===== src/logic/ooo_pkg.sv =====
package ooo_pkg;

    // integer operations handled by the engine
    typedef enum logic [2:0] {
        OP_LI  = 3'd0,
        OP_ADD = 3'd1,
        OP_SUB = 3'd2,
        OP_AND = 3'd3,
        OP_OR  = 3'd4,
        OP_XOR = 3'd5,
        OP_SLT = 3'd6,
        OP_MUL = 3'd7
    } op_e;

    // routes an operation to the multiplier
    function automatic logic is_mul_op(op_e op);
        return op == OP_MUL;
    endfunction

endpackage


===== src/logic/ooo_ifs.sv =====
`timescale 1ns/1ns

interface dispatch_if import ooo_pkg::*; #(
    parameter int NUM_REGS = 16,
    parameter int DATA_W   = 32,
    parameter int ID_W     = 8
);
    localparam int REG_W = $clog2(NUM_REGS);

    logic                  valid;
    op_e                   op;
    logic [REG_W-1:0]      rd;
    logic [ID_W-1:0]       id;
    logic [DATA_W-1:0]     imm;
    // index 0 is rs1, index 1 is rs2
    logic [1:0][DATA_W-1:0] src_val;
    logic [1:0]             src_wait;
    logic [1:0][REG_W-1:0]  src_tag;

    modport src (output valid, op, rd, id, imm, src_val, src_wait, src_tag);
    modport snk (input  valid, op, rd, id, imm, src_val, src_wait, src_tag);
endinterface

interface issue_if import ooo_pkg::*; #(
    parameter int NUM_REGS = 16,
    parameter int DATA_W   = 32,
    parameter int ID_W     = 8
);
    logic                        valid;
    op_e                         op;
    logic [$clog2(NUM_REGS)-1:0] rd;
    logic [ID_W-1:0]             id;
    logic [DATA_W-1:0]           a;
    logic [DATA_W-1:0]           b;

    modport src (output valid, op, rd, id, a, b);
    modport snk (input  valid, op, rd, id, a, b);
endinterface

interface wb_if #(
    parameter int NUM_REGS = 16,
    parameter int DATA_W   = 32,
    parameter int ID_W     = 8
);
    logic                        valid;
    logic [$clog2(NUM_REGS)-1:0] rd;
    logic [ID_W-1:0]             id;
    logic [DATA_W-1:0]           data;

    modport src (output valid, rd, id, data);
    modport snk (input  valid, rd, id, data);
endinterface


===== src/logic/dispatch_stage.sv =====
`timescale 1ns/1ns

module dispatch_stage import ooo_pkg::*; #(
    parameter int NUM_REGS = 16,
    parameter int DATA_W   = 32,
    parameter int ID_W     = 8
) (
    input  logic                        clk,
    input  logic                        rst_n_i,
    input  logic                        in_valid_i,
    input  op_e                         in_op_i,
    input  logic [$clog2(NUM_REGS)-1:0] in_rd_i,
    input  logic [$clog2(NUM_REGS)-1:0] in_rs1_i,
    input  logic [$clog2(NUM_REGS)-1:0] in_rs2_i,
    input  logic [15:0]                 in_imm_i,
    input  logic [ID_W-1:0]             in_id_i,
    input  logic                        iq_full_i,
    wb_if.snk                           wb_alu,
    wb_if.snk                           wb_mul,
    output logic                        in_ready_o,
    dispatch_if.src                     disp
);
    localparam int REG_W = $clog2(NUM_REGS);

    logic [DATA_W-1:0]     rf [NUM_REGS];
    logic [NUM_REGS-1:0]   busy;
    logic [1:0][REG_W-1:0] rs;
    logic                  rd_pending;
    logic                  accept;

    assign rs[0] = in_rs1_i;
    assign rs[1] = in_rs2_i;

    // rd may be released by a writeback in this same cycle
    assign rd_pending = busy[in_rd_i]
        && !(wb_alu.valid && wb_alu.rd == in_rd_i)
        && !(wb_mul.valid && wb_mul.rd == in_rd_i);

    // waw stall, no renaming
    assign in_ready_o = !iq_full_i && !(in_valid_i && rd_pending);
    assign accept     = in_valid_i && in_ready_o;

    assign disp.valid = accept;
    assign disp.op    = in_op_i;
    assign disp.rd    = in_rd_i;
    assign disp.id    = in_id_i;
    assign disp.imm   = {{(DATA_W-16){1'b0}}, in_imm_i};

    // operand capture: rf first, then writeback bypass, else wait on the register
    always_comb begin
        for (int i = 0; i < 2; i++) begin
            disp.src_val[i]  = rf[rs[i]];
            disp.src_wait[i] = 1'b0;
            disp.src_tag[i]  = rs[i];
            if (in_op_i != OP_LI && busy[rs[i]]) begin
                if (wb_alu.valid && wb_alu.rd == rs[i]) begin
                    disp.src_val[i] = wb_alu.data;
                end else if (wb_mul.valid && wb_mul.rd == rs[i]) begin
                    disp.src_val[i] = wb_mul.data;
                end else begin
                    disp.src_wait[i] = 1'b1;
                end
            end
        end
    end

    always_ff @(posedge clk) begin
        if (!rst_n_i) begin
            busy <= '0;
            for (int r = 0; r < NUM_REGS; r++) begin
                rf[r] <= '0;
            end
        end else begin
            if (wb_alu.valid) begin
                rf[wb_alu.rd]   <= wb_alu.data;
                busy[wb_alu.rd] <= 1'b0;
            end
            if (wb_mul.valid) begin
                rf[wb_mul.rd]   <= wb_mul.data;
                busy[wb_mul.rd] <= 1'b0;
            end
            // set wins over a clear of the same rd
            if (accept) begin
                busy[in_rd_i] <= 1'b1;
            end
        end
    end

endmodule


===== src/logic/execute_stage.sv =====
`timescale 1ns/1ns

module execute_stage import ooo_pkg::*; #(
    parameter int NUM_REGS   = 16,
    parameter int DATA_W     = 32,
    parameter int ID_W       = 8,
    parameter int MUL_STAGES = 3
) (
    input  logic  clk,
    input  logic  rst_n_i,
    issue_if.snk  iss_alu,
    issue_if.snk  iss_mul,
    wb_if.src     wb_alu,
    wb_if.src     wb_mul
);
    localparam int REG_W = $clog2(NUM_REGS);

    logic [DATA_W-1:0]     alu_res;
    logic [MUL_STAGES-1:0] mul_valid;
    logic [REG_W-1:0]      mul_rd   [MUL_STAGES];
    logic [ID_W-1:0]       mul_id   [MUL_STAGES];
    logic [DATA_W-1:0]     mul_data [MUL_STAGES];

    always_comb begin
        case (iss_alu.op)
            OP_LI:   alu_res = iss_alu.a;
            OP_ADD:  alu_res = iss_alu.a + iss_alu.b;
            OP_SUB:  alu_res = iss_alu.a - iss_alu.b;
            OP_AND:  alu_res = iss_alu.a & iss_alu.b;
            OP_OR:   alu_res = iss_alu.a | iss_alu.b;
            OP_XOR:  alu_res = iss_alu.a ^ iss_alu.b;
            OP_SLT:  alu_res = {{(DATA_W-1){1'b0}}, $signed(iss_alu.a) < $signed(iss_alu.b)};
            default: alu_res = '0;
        endcase
    end

    // alu result register, one cycle
    always_ff @(posedge clk) begin
        if (!rst_n_i) begin
            wb_alu.valid <= 1'b0;
        end else begin
            wb_alu.valid <= iss_alu.valid;
        end
    end

    always_ff @(posedge clk) begin
        wb_alu.rd   <= iss_alu.rd;
        wb_alu.id   <= iss_alu.id;
        wb_alu.data <= alu_res;
    end

    // multiplier pipe, product formed in stage 0
    always_ff @(posedge clk) begin
        if (!rst_n_i) begin
            mul_valid <= '0;
        end else begin
            mul_valid[0] <= iss_mul.valid;
            for (int s = 1; s < MUL_STAGES; s++) begin
                mul_valid[s] <= mul_valid[s-1];
            end
        end
    end

    always_ff @(posedge clk) begin
        mul_rd[0]   <= iss_mul.rd;
        mul_id[0]   <= iss_mul.id;
        mul_data[0] <= iss_mul.a * iss_mul.b;
        for (int s = 1; s < MUL_STAGES; s++) begin
            mul_rd[s]   <= mul_rd[s-1];
            mul_id[s]   <= mul_id[s-1];
            mul_data[s] <= mul_data[s-1];
        end
    end

    assign wb_mul.valid = mul_valid[MUL_STAGES-1];
    assign wb_mul.rd    = mul_rd[MUL_STAGES-1];
    assign wb_mul.id    = mul_id[MUL_STAGES-1];
    assign wb_mul.data  = mul_data[MUL_STAGES-1];

endmodule


===== src/logic/issue_queue.sv =====
`timescale 1ns/1ns

module issue_queue import ooo_pkg::*; #(
    parameter int NUM_REGS = 16,
    parameter int DATA_W   = 32,
    parameter int ID_W     = 8,
    parameter int IQ_DEPTH = 4
) (
    input  logic     clk,
    input  logic     rst_n_i,
    dispatch_if.snk  disp,
    wb_if.snk        wb_alu,
    wb_if.snk        wb_mul,
    output logic     iq_full_o,
    issue_if.src     iss_alu,
    issue_if.src     iss_mul
);
    localparam int REG_W = $clog2(NUM_REGS);
    localparam int IDX_W = (IQ_DEPTH > 1) ? $clog2(IQ_DEPTH) : 1;

    logic [IQ_DEPTH-1:0]    slot_valid;
    op_e                    slot_op   [IQ_DEPTH];
    logic [REG_W-1:0]       slot_rd   [IQ_DEPTH];
    logic [ID_W-1:0]        slot_id   [IQ_DEPTH];
    logic [1:0][DATA_W-1:0] slot_val  [IQ_DEPTH];
    logic [1:0]             slot_wait [IQ_DEPTH];
    logic [1:0][REG_W-1:0]  slot_tag  [IQ_DEPTH];

    logic             alu_hit;
    logic             mul_hit;
    logic [IDX_W-1:0] alu_idx;
    logic [IDX_W-1:0] mul_idx;
    logic [IDX_W-1:0] free_idx;

    assign iq_full_o = &slot_valid;

    // scan from the top so the lowest slot wins
    always_comb begin
        alu_hit  = 1'b0;
        mul_hit  = 1'b0;
        alu_idx  = '0;
        mul_idx  = '0;
        free_idx = '0;
        for (int i = IQ_DEPTH - 1; i >= 0; i--) begin
            if (slot_valid[i] && slot_wait[i] == 2'b00) begin
                if (is_mul_op(slot_op[i])) begin
                    mul_hit = 1'b1;
                    mul_idx = IDX_W'(i);
                end else begin
                    alu_hit = 1'b1;
                    alu_idx = IDX_W'(i);
                end
            end
            if (!slot_valid[i]) begin
                free_idx = IDX_W'(i);
            end
        end
    end

    assign iss_alu.valid = alu_hit;
    assign iss_alu.op    = slot_op[alu_idx];
    assign iss_alu.rd    = slot_rd[alu_idx];
    assign iss_alu.id    = slot_id[alu_idx];
    assign iss_alu.a     = slot_val[alu_idx][0];
    assign iss_alu.b     = slot_val[alu_idx][1];

    assign iss_mul.valid = mul_hit;
    assign iss_mul.op    = slot_op[mul_idx];
    assign iss_mul.rd    = slot_rd[mul_idx];
    assign iss_mul.id    = slot_id[mul_idx];
    assign iss_mul.a     = slot_val[mul_idx][0];
    assign iss_mul.b     = slot_val[mul_idx][1];

    always_ff @(posedge clk) begin
        if (!rst_n_i) begin
            slot_valid <= '0;
        end else begin
            if (alu_hit) begin
                slot_valid[alu_idx] <= 1'b0;
            end
            if (mul_hit) begin
                slot_valid[mul_idx] <= 1'b0;
            end
            if (disp.valid) begin
                slot_valid[free_idx] <= 1'b1;
            end
        end
    end

    // wakeup on writeback, then fill of the free slot
    always_ff @(posedge clk) begin
        for (int i = 0; i < IQ_DEPTH; i++) begin
            for (int j = 0; j < 2; j++) begin
                if (slot_valid[i] && slot_wait[i][j]) begin
                    if (wb_alu.valid && wb_alu.rd == slot_tag[i][j]) begin
                        slot_val[i][j]  <= wb_alu.data;
                        slot_wait[i][j] <= 1'b0;
                    end else if (wb_mul.valid && wb_mul.rd == slot_tag[i][j]) begin
                        slot_val[i][j]  <= wb_mul.data;
                        slot_wait[i][j] <= 1'b0;
                    end
                end
            end
        end
        if (disp.valid) begin
            slot_op[free_idx]     <= disp.op;
            slot_rd[free_idx]     <= disp.rd;
            slot_id[free_idx]     <= disp.id;
            // li carries its immediate as operand a
            slot_val[free_idx][0] <= (disp.op == OP_LI) ? disp.imm : disp.src_val[0];
            slot_val[free_idx][1] <= disp.src_val[1];
            slot_wait[free_idx]   <= disp.src_wait;
            slot_tag[free_idx]    <= disp.src_tag;
        end
    end

endmodule


===== src/logic/ooo_core.sv =====
`timescale 1ns/1ns

module ooo_core import ooo_pkg::*; #(
    parameter int NUM_REGS   = 16,
    parameter int DATA_W     = 32,
    parameter int ID_W       = 8,
    parameter int IQ_DEPTH   = 4,
    parameter int MUL_STAGES = 3
) (
    input  logic                        clk,
    input  logic                        rst_n_i,
    input  logic                        in_valid_i,
    input  op_e                         in_op_i,
    input  logic [$clog2(NUM_REGS)-1:0] in_rd_i,
    input  logic [$clog2(NUM_REGS)-1:0] in_rs1_i,
    input  logic [$clog2(NUM_REGS)-1:0] in_rs2_i,
    input  logic [15:0]                 in_imm_i,
    input  logic [ID_W-1:0]             in_id_i,
    output logic                        in_ready_o,
    output logic                        wb_alu_valid_o,
    output logic [$clog2(NUM_REGS)-1:0] wb_alu_rd_o,
    output logic [ID_W-1:0]             wb_alu_id_o,
    output logic [DATA_W-1:0]           wb_alu_data_o,
    output logic                        wb_mul_valid_o,
    output logic [$clog2(NUM_REGS)-1:0] wb_mul_rd_o,
    output logic [ID_W-1:0]             wb_mul_id_o,
    output logic [DATA_W-1:0]           wb_mul_data_o
);
    logic iq_full;

    dispatch_if #(.NUM_REGS(NUM_REGS), .DATA_W(DATA_W), .ID_W(ID_W)) disp_bus ();
    issue_if    #(.NUM_REGS(NUM_REGS), .DATA_W(DATA_W), .ID_W(ID_W)) iss_alu ();
    issue_if    #(.NUM_REGS(NUM_REGS), .DATA_W(DATA_W), .ID_W(ID_W)) iss_mul ();
    wb_if       #(.NUM_REGS(NUM_REGS), .DATA_W(DATA_W), .ID_W(ID_W)) wb_alu ();
    wb_if       #(.NUM_REGS(NUM_REGS), .DATA_W(DATA_W), .ID_W(ID_W)) wb_mul ();

    dispatch_stage #(
        .NUM_REGS (NUM_REGS),
        .DATA_W   (DATA_W),
        .ID_W     (ID_W)
    ) u_dispatch (
        .clk        (clk),
        .rst_n_i    (rst_n_i),
        .in_valid_i (in_valid_i),
        .in_op_i    (in_op_i),
        .in_rd_i    (in_rd_i),
        .in_rs1_i   (in_rs1_i),
        .in_rs2_i   (in_rs2_i),
        .in_imm_i   (in_imm_i),
        .in_id_i    (in_id_i),
        .iq_full_i  (iq_full),
        .wb_alu     (wb_alu),
        .wb_mul     (wb_mul),
        .in_ready_o (in_ready_o),
        .disp       (disp_bus)
    );

    issue_queue #(
        .NUM_REGS (NUM_REGS),
        .DATA_W   (DATA_W),
        .ID_W     (ID_W),
        .IQ_DEPTH (IQ_DEPTH)
    ) u_iq (
        .clk       (clk),
        .rst_n_i   (rst_n_i),
        .disp      (disp_bus),
        .wb_alu    (wb_alu),
        .wb_mul    (wb_mul),
        .iq_full_o (iq_full),
        .iss_alu   (iss_alu),
        .iss_mul   (iss_mul)
    );

    execute_stage #(
        .NUM_REGS   (NUM_REGS),
        .DATA_W     (DATA_W),
        .ID_W       (ID_W),
        .MUL_STAGES (MUL_STAGES)
    ) u_exec (
        .clk     (clk),
        .rst_n_i (rst_n_i),
        .iss_alu (iss_alu),
        .iss_mul (iss_mul),
        .wb_alu  (wb_alu),
        .wb_mul  (wb_mul)
    );

    assign wb_alu_valid_o = wb_alu.valid;
    assign wb_alu_rd_o    = wb_alu.rd;
    assign wb_alu_id_o    = wb_alu.id;
    assign wb_alu_data_o  = wb_alu.data;
    assign wb_mul_valid_o = wb_mul.valid;
    assign wb_mul_rd_o    = wb_mul.rd;
    assign wb_mul_id_o    = wb_mul.id;
    assign wb_mul_data_o  = wb_mul.data;

endmodule


===== config.mk =====
export PLATFORM = sky130hd
export DESIGN_NAME = ooo_core
export DESIGN_NICKNAME = d
export VERILOG_FILES = /design/src/logic/ooo_pkg.sv /design/src/logic/ooo_ifs.sv /design/src/logic/dispatch_stage.sv /design/src/logic/execute_stage.sv /design/src/logic/issue_queue.sv /design/src/logic/ooo_core.sv
export SDC_FILE = /design/constraint.sdc
export NUM_CORES = 2
export LEC_CHECK = 0
export ABC_CLOCK_PERIOD_IN_PS = 10000
export BUFFER_PORTS_ARGS = -buffer_cell sky130_fd_sc_hd__clkbuf_2
export CAP_MARGIN = 20
export CORE_UTILIZATION = 40
export CTS_BUF_LIST = sky130_fd_sc_hd__clkbuf_16
export CTS_CLUSTER_DIAMETER = 60
export DETAILED_ROUTE_END_ITERATION = 8
export GPL_TIMING_DRIVEN = 0
export PLACE_DENSITY = 0.64
export SLEW_MARGIN = 20
export SYNTH_ARGS = -nofsm -noshare
export SYNTH_HDL_FRONTEND = slang
export SYNTH_SLANG_ARGS = --single-unit

===== constraint.sdc =====
create_clock -name clk -period 10 [get_ports clk]
set_input_delay 1.5 -clock clk [delete_from_list [all_inputs] [get_ports clk]]
set_output_delay 1.5 -clock clk [all_outputs]
set_load 0.02 [all_outputs]

==> flow_summary.json <==
{
  "cp_common_cell": "fa_1",
  "period_minus_slack_ps": 9890,
  "gp_congestion": 1.09,
  "holdBufCountCts": 0,
  "yosysSeqAreaShare_pct": 39.0,
  "status": "completed",
  "drc": 0,
  "clk_latency_ps": 860,
  "finalCritPeriodShare_pct": 98.9,
  "tightest_slew_ps": 1280,
  "synth_cell_types": 92,
  "synth_top_area_share_pct": 33.8,
  "dp_cells": 9694,
  "rrSetupSlack_ps": 110,
  "synth-seq-cells": 1068,
  "cp-end-kind": "register",
  "finalNetCount": 8006,
  "worstPathRequired_ps": 10740,
  "grt_pass1_wl_um": 488000,
  "finalNonFillerCells": 9973,
  "max_stage_delay_ps": 680,
  "areaGrowthSynthToFinish_pct": 13.4,
  "cts_made_buffers": 136,
  "first_pass_iters": 8,
  "slew_headroom_pct": 14.4,
  "met1_length_um": 125000,
  "root_buffer": "clkbuf_16",
  "dieHeight_um": 441,
  "dr_wl_met3_um": 48400,
  "arrival_ps": 10630,
  "ys.flop_type": "edfxtp_1",
  "fmax_mhz": 101,
  "yosys-top-cells-area": "edfxtp_1 (34%), fa_1 (11%), mux4_2 (9.8%), a22o_1 (6.0%), dfxtp_1 (5.2%)",
  "slowest_stage": "a21o_1",
  "final_common_cell": "edfxtp_1",
  "syn-cell-area_mm2": 0.0771,
  "skew_ps": 63.3,
  "yosysTopAreaCell": "edfxtp_1",
  "clkSinkCount": 1068,
  "antenna_found_initial": 10,
  "setup_viol_count_final": 0,
  "ant_nets": 0,
  "io_buffers": 131,
  "n_fill_cell": 17600,
  "syn_avg_cell_area_um2": 11.0,
  "grt-ovfl-total": 0,
  "finalInstanceArea_mm2": 0.0875,
  "final_cell_mix": "edfxtp_1 (868), nor2_1 (627), inv_1 (558)",
  "die_w_um": 441,
  "cts_htree_levels": 4,
  "hold_viol": 0,
  "start_kind": "register",
  "wl_per_cell_um": 35.2,
  "pre_cts_ws_ps": -3100,
  "synthCells": 7008,
  "grt_pass1_vias": 64200,
  "critPathKind": "register to register",
  "io_pins": 133,
  "async_flop_share_pct": 0,
  "final_layout_size_suffix_gt1_share_pct": 15.2,
  "cts_tree": "built",
  "slew_violations": 0,
  "grt_start_max_net_pins": 34,
  "met2_length_um": 152000,
  "rows": 160,
  "worst_slack_ps": 115,
  "drt_iter0_drc": 11000,
  "initial_core_util_pct": 40.4,
  "cts_buffer_depth": 3,
  "dieArea_mm2": 0.195,
  "synth_warnings": 0,
  "highest_layer": "met5",
  "hold_class": "register to register",
  "grt.total_usage_pct": 35.7,
  "fin_tns_setup_ps": 0,
  "core-area_mm2": 0.191,
  "synth_nets": 7679,
  "post-dp-hpwl_um": 275000,
  "worstPathMaxFanout": 10,
  "max_cap_violations": 0,
  "via_per_inst": 6.63,
  "path_clk_slew_ps": 60,
  "synth-edff-count": 868,
  "vias": 66100,
  "routed_wl_um": 351000,
  "placed_cell_area_mm2": 0.0820
}
==> what timing repair did <==
item                       in CTS  in global routing
pin swaps                       5                  6
gates resized for setup        98                 92
setup endpoints to repair      22                 11
setup buffers                   6                  9
==> layer usage <==
layer	global-route usage, %	vias up
li1	-	26300
met4	21.1	2
met2	53.7	5694
met3	11.7	1223
met1	44.7	32900
met5	0	-
==> kinds of logic after synthesis <==
family / count (synthesis) / share of synthesized area, %
compound gates: 1733 / 16.4
xor+xnor: 176 / 2.05
fa+ha+maj: 629 / 14.2
buf+inv: 1282 / 6.60
flops: 1068 / 39.0
mux: 564 / 12.8
simple gates: 1556 / 8.91
==> worst paths after layout <==
path,start,endpoint,cells after the start
worst max-delay path,u_iq.slot_op[2][2],u_exec.mul_data[0][28],32
worst min-delay path,u_exec.mul_data[0][2],u_exec.mul_data[0][34],0
worst max register to register,u_iq.slot_op[2][2],u_exec.mul_data[0][28],32
worst min register to register,u_exec.mul_data[0][2],u_exec.mul_data[0][34],0
==> per-stage QoR <==
| step | util (%) | hold WS (ps) |
|---|---|---|
| after floorplan | - | 310 |
| final | 45.8 | 307 |
| after detailed placement | 43.0 | 312 |
| after global placement | 42.4 | 310 |
| after global routing | 45.8 | 300 |
| after CTS | 45.6 | 291 |
==> layout make-up <==
type,count,area (µm²),area share (%)
Tap cell,2511,3140,3.59
Inverter,537,2020,2.30
Clock buffer,138,3450,3.95
Timing Repair Buffer,196,1610,1.84
Antenna cell,14,35.0,0.0401
Multi-Input combinational cell,4658,42700,48.8
Buffer,738,3280,3.75
Sequential cell,1068,30100,34.4
Clock inverter,113,1170,1.34
==> state kept, by name (all words and copies together), names as in the netlist <==
signal               cells
u_exec.mul_rd           12
u_exec.wb_alu.rd         4
u_iq.slot_tag           32
u_iq.slot_rd            16
u_iq.slot_id            32
u_iq.slot_val          256
u_iq.slot_valid          4
u_exec.wb_alu.data      32
u_dispatch.busy         16
u_iq.slot_op            12
u_exec.mul_id           24
u_exec.mul_data         96
u_exec.wb_alu.id         8
u_iq.slot_wait           8
u_dispatch.rf          512
u_exec.mul_valid         3
u_exec.wb_alu.valid      1
==> worst max-delay path, delay by kind of cell, from the launching register on <==
family,cells,cell delay (ps)
xor+xnor,1,140
flops,1,440
buf+inv,6,750
fa+ha+maj,9,3740
simple gates,5,1650
compound gates,11,3020
==> Yosys cell counts, types with 18 or more instances <==
library cell	instances
o22ai_1	111
o21bai_1	18
nand2_1	487
fa_1	410
buf_4	51
nand2b_1	42
ha_1	219
a31oi_1	26
mux4_2	335
or2_2	26
o211ai_1	33
nor2_1	633
clkbuf_1	593
and2_1	22
o21ai_0	236
a21o_1	41
a221o_1	21
nor2b_1	115
o21a_1	46
nor3_1	91
o22a_1	24
a22o_1	524
dfxtp_1	200
mux2i_1	196
buf_2	38
a21oi_1	295
inv_1	536
o221ai_1	76
nand3_1	43
nand4_1	19
xor2_1	63
xnor2_1	110
mux2_2	33
o221a_2	35
buf_1	58
a22oi_1	21
a211oi_1	128
edfxtp_1	868
Power is not shown: default switching activity piles up to over one toggle a cycle in this logic, so the estimate is an artifact.
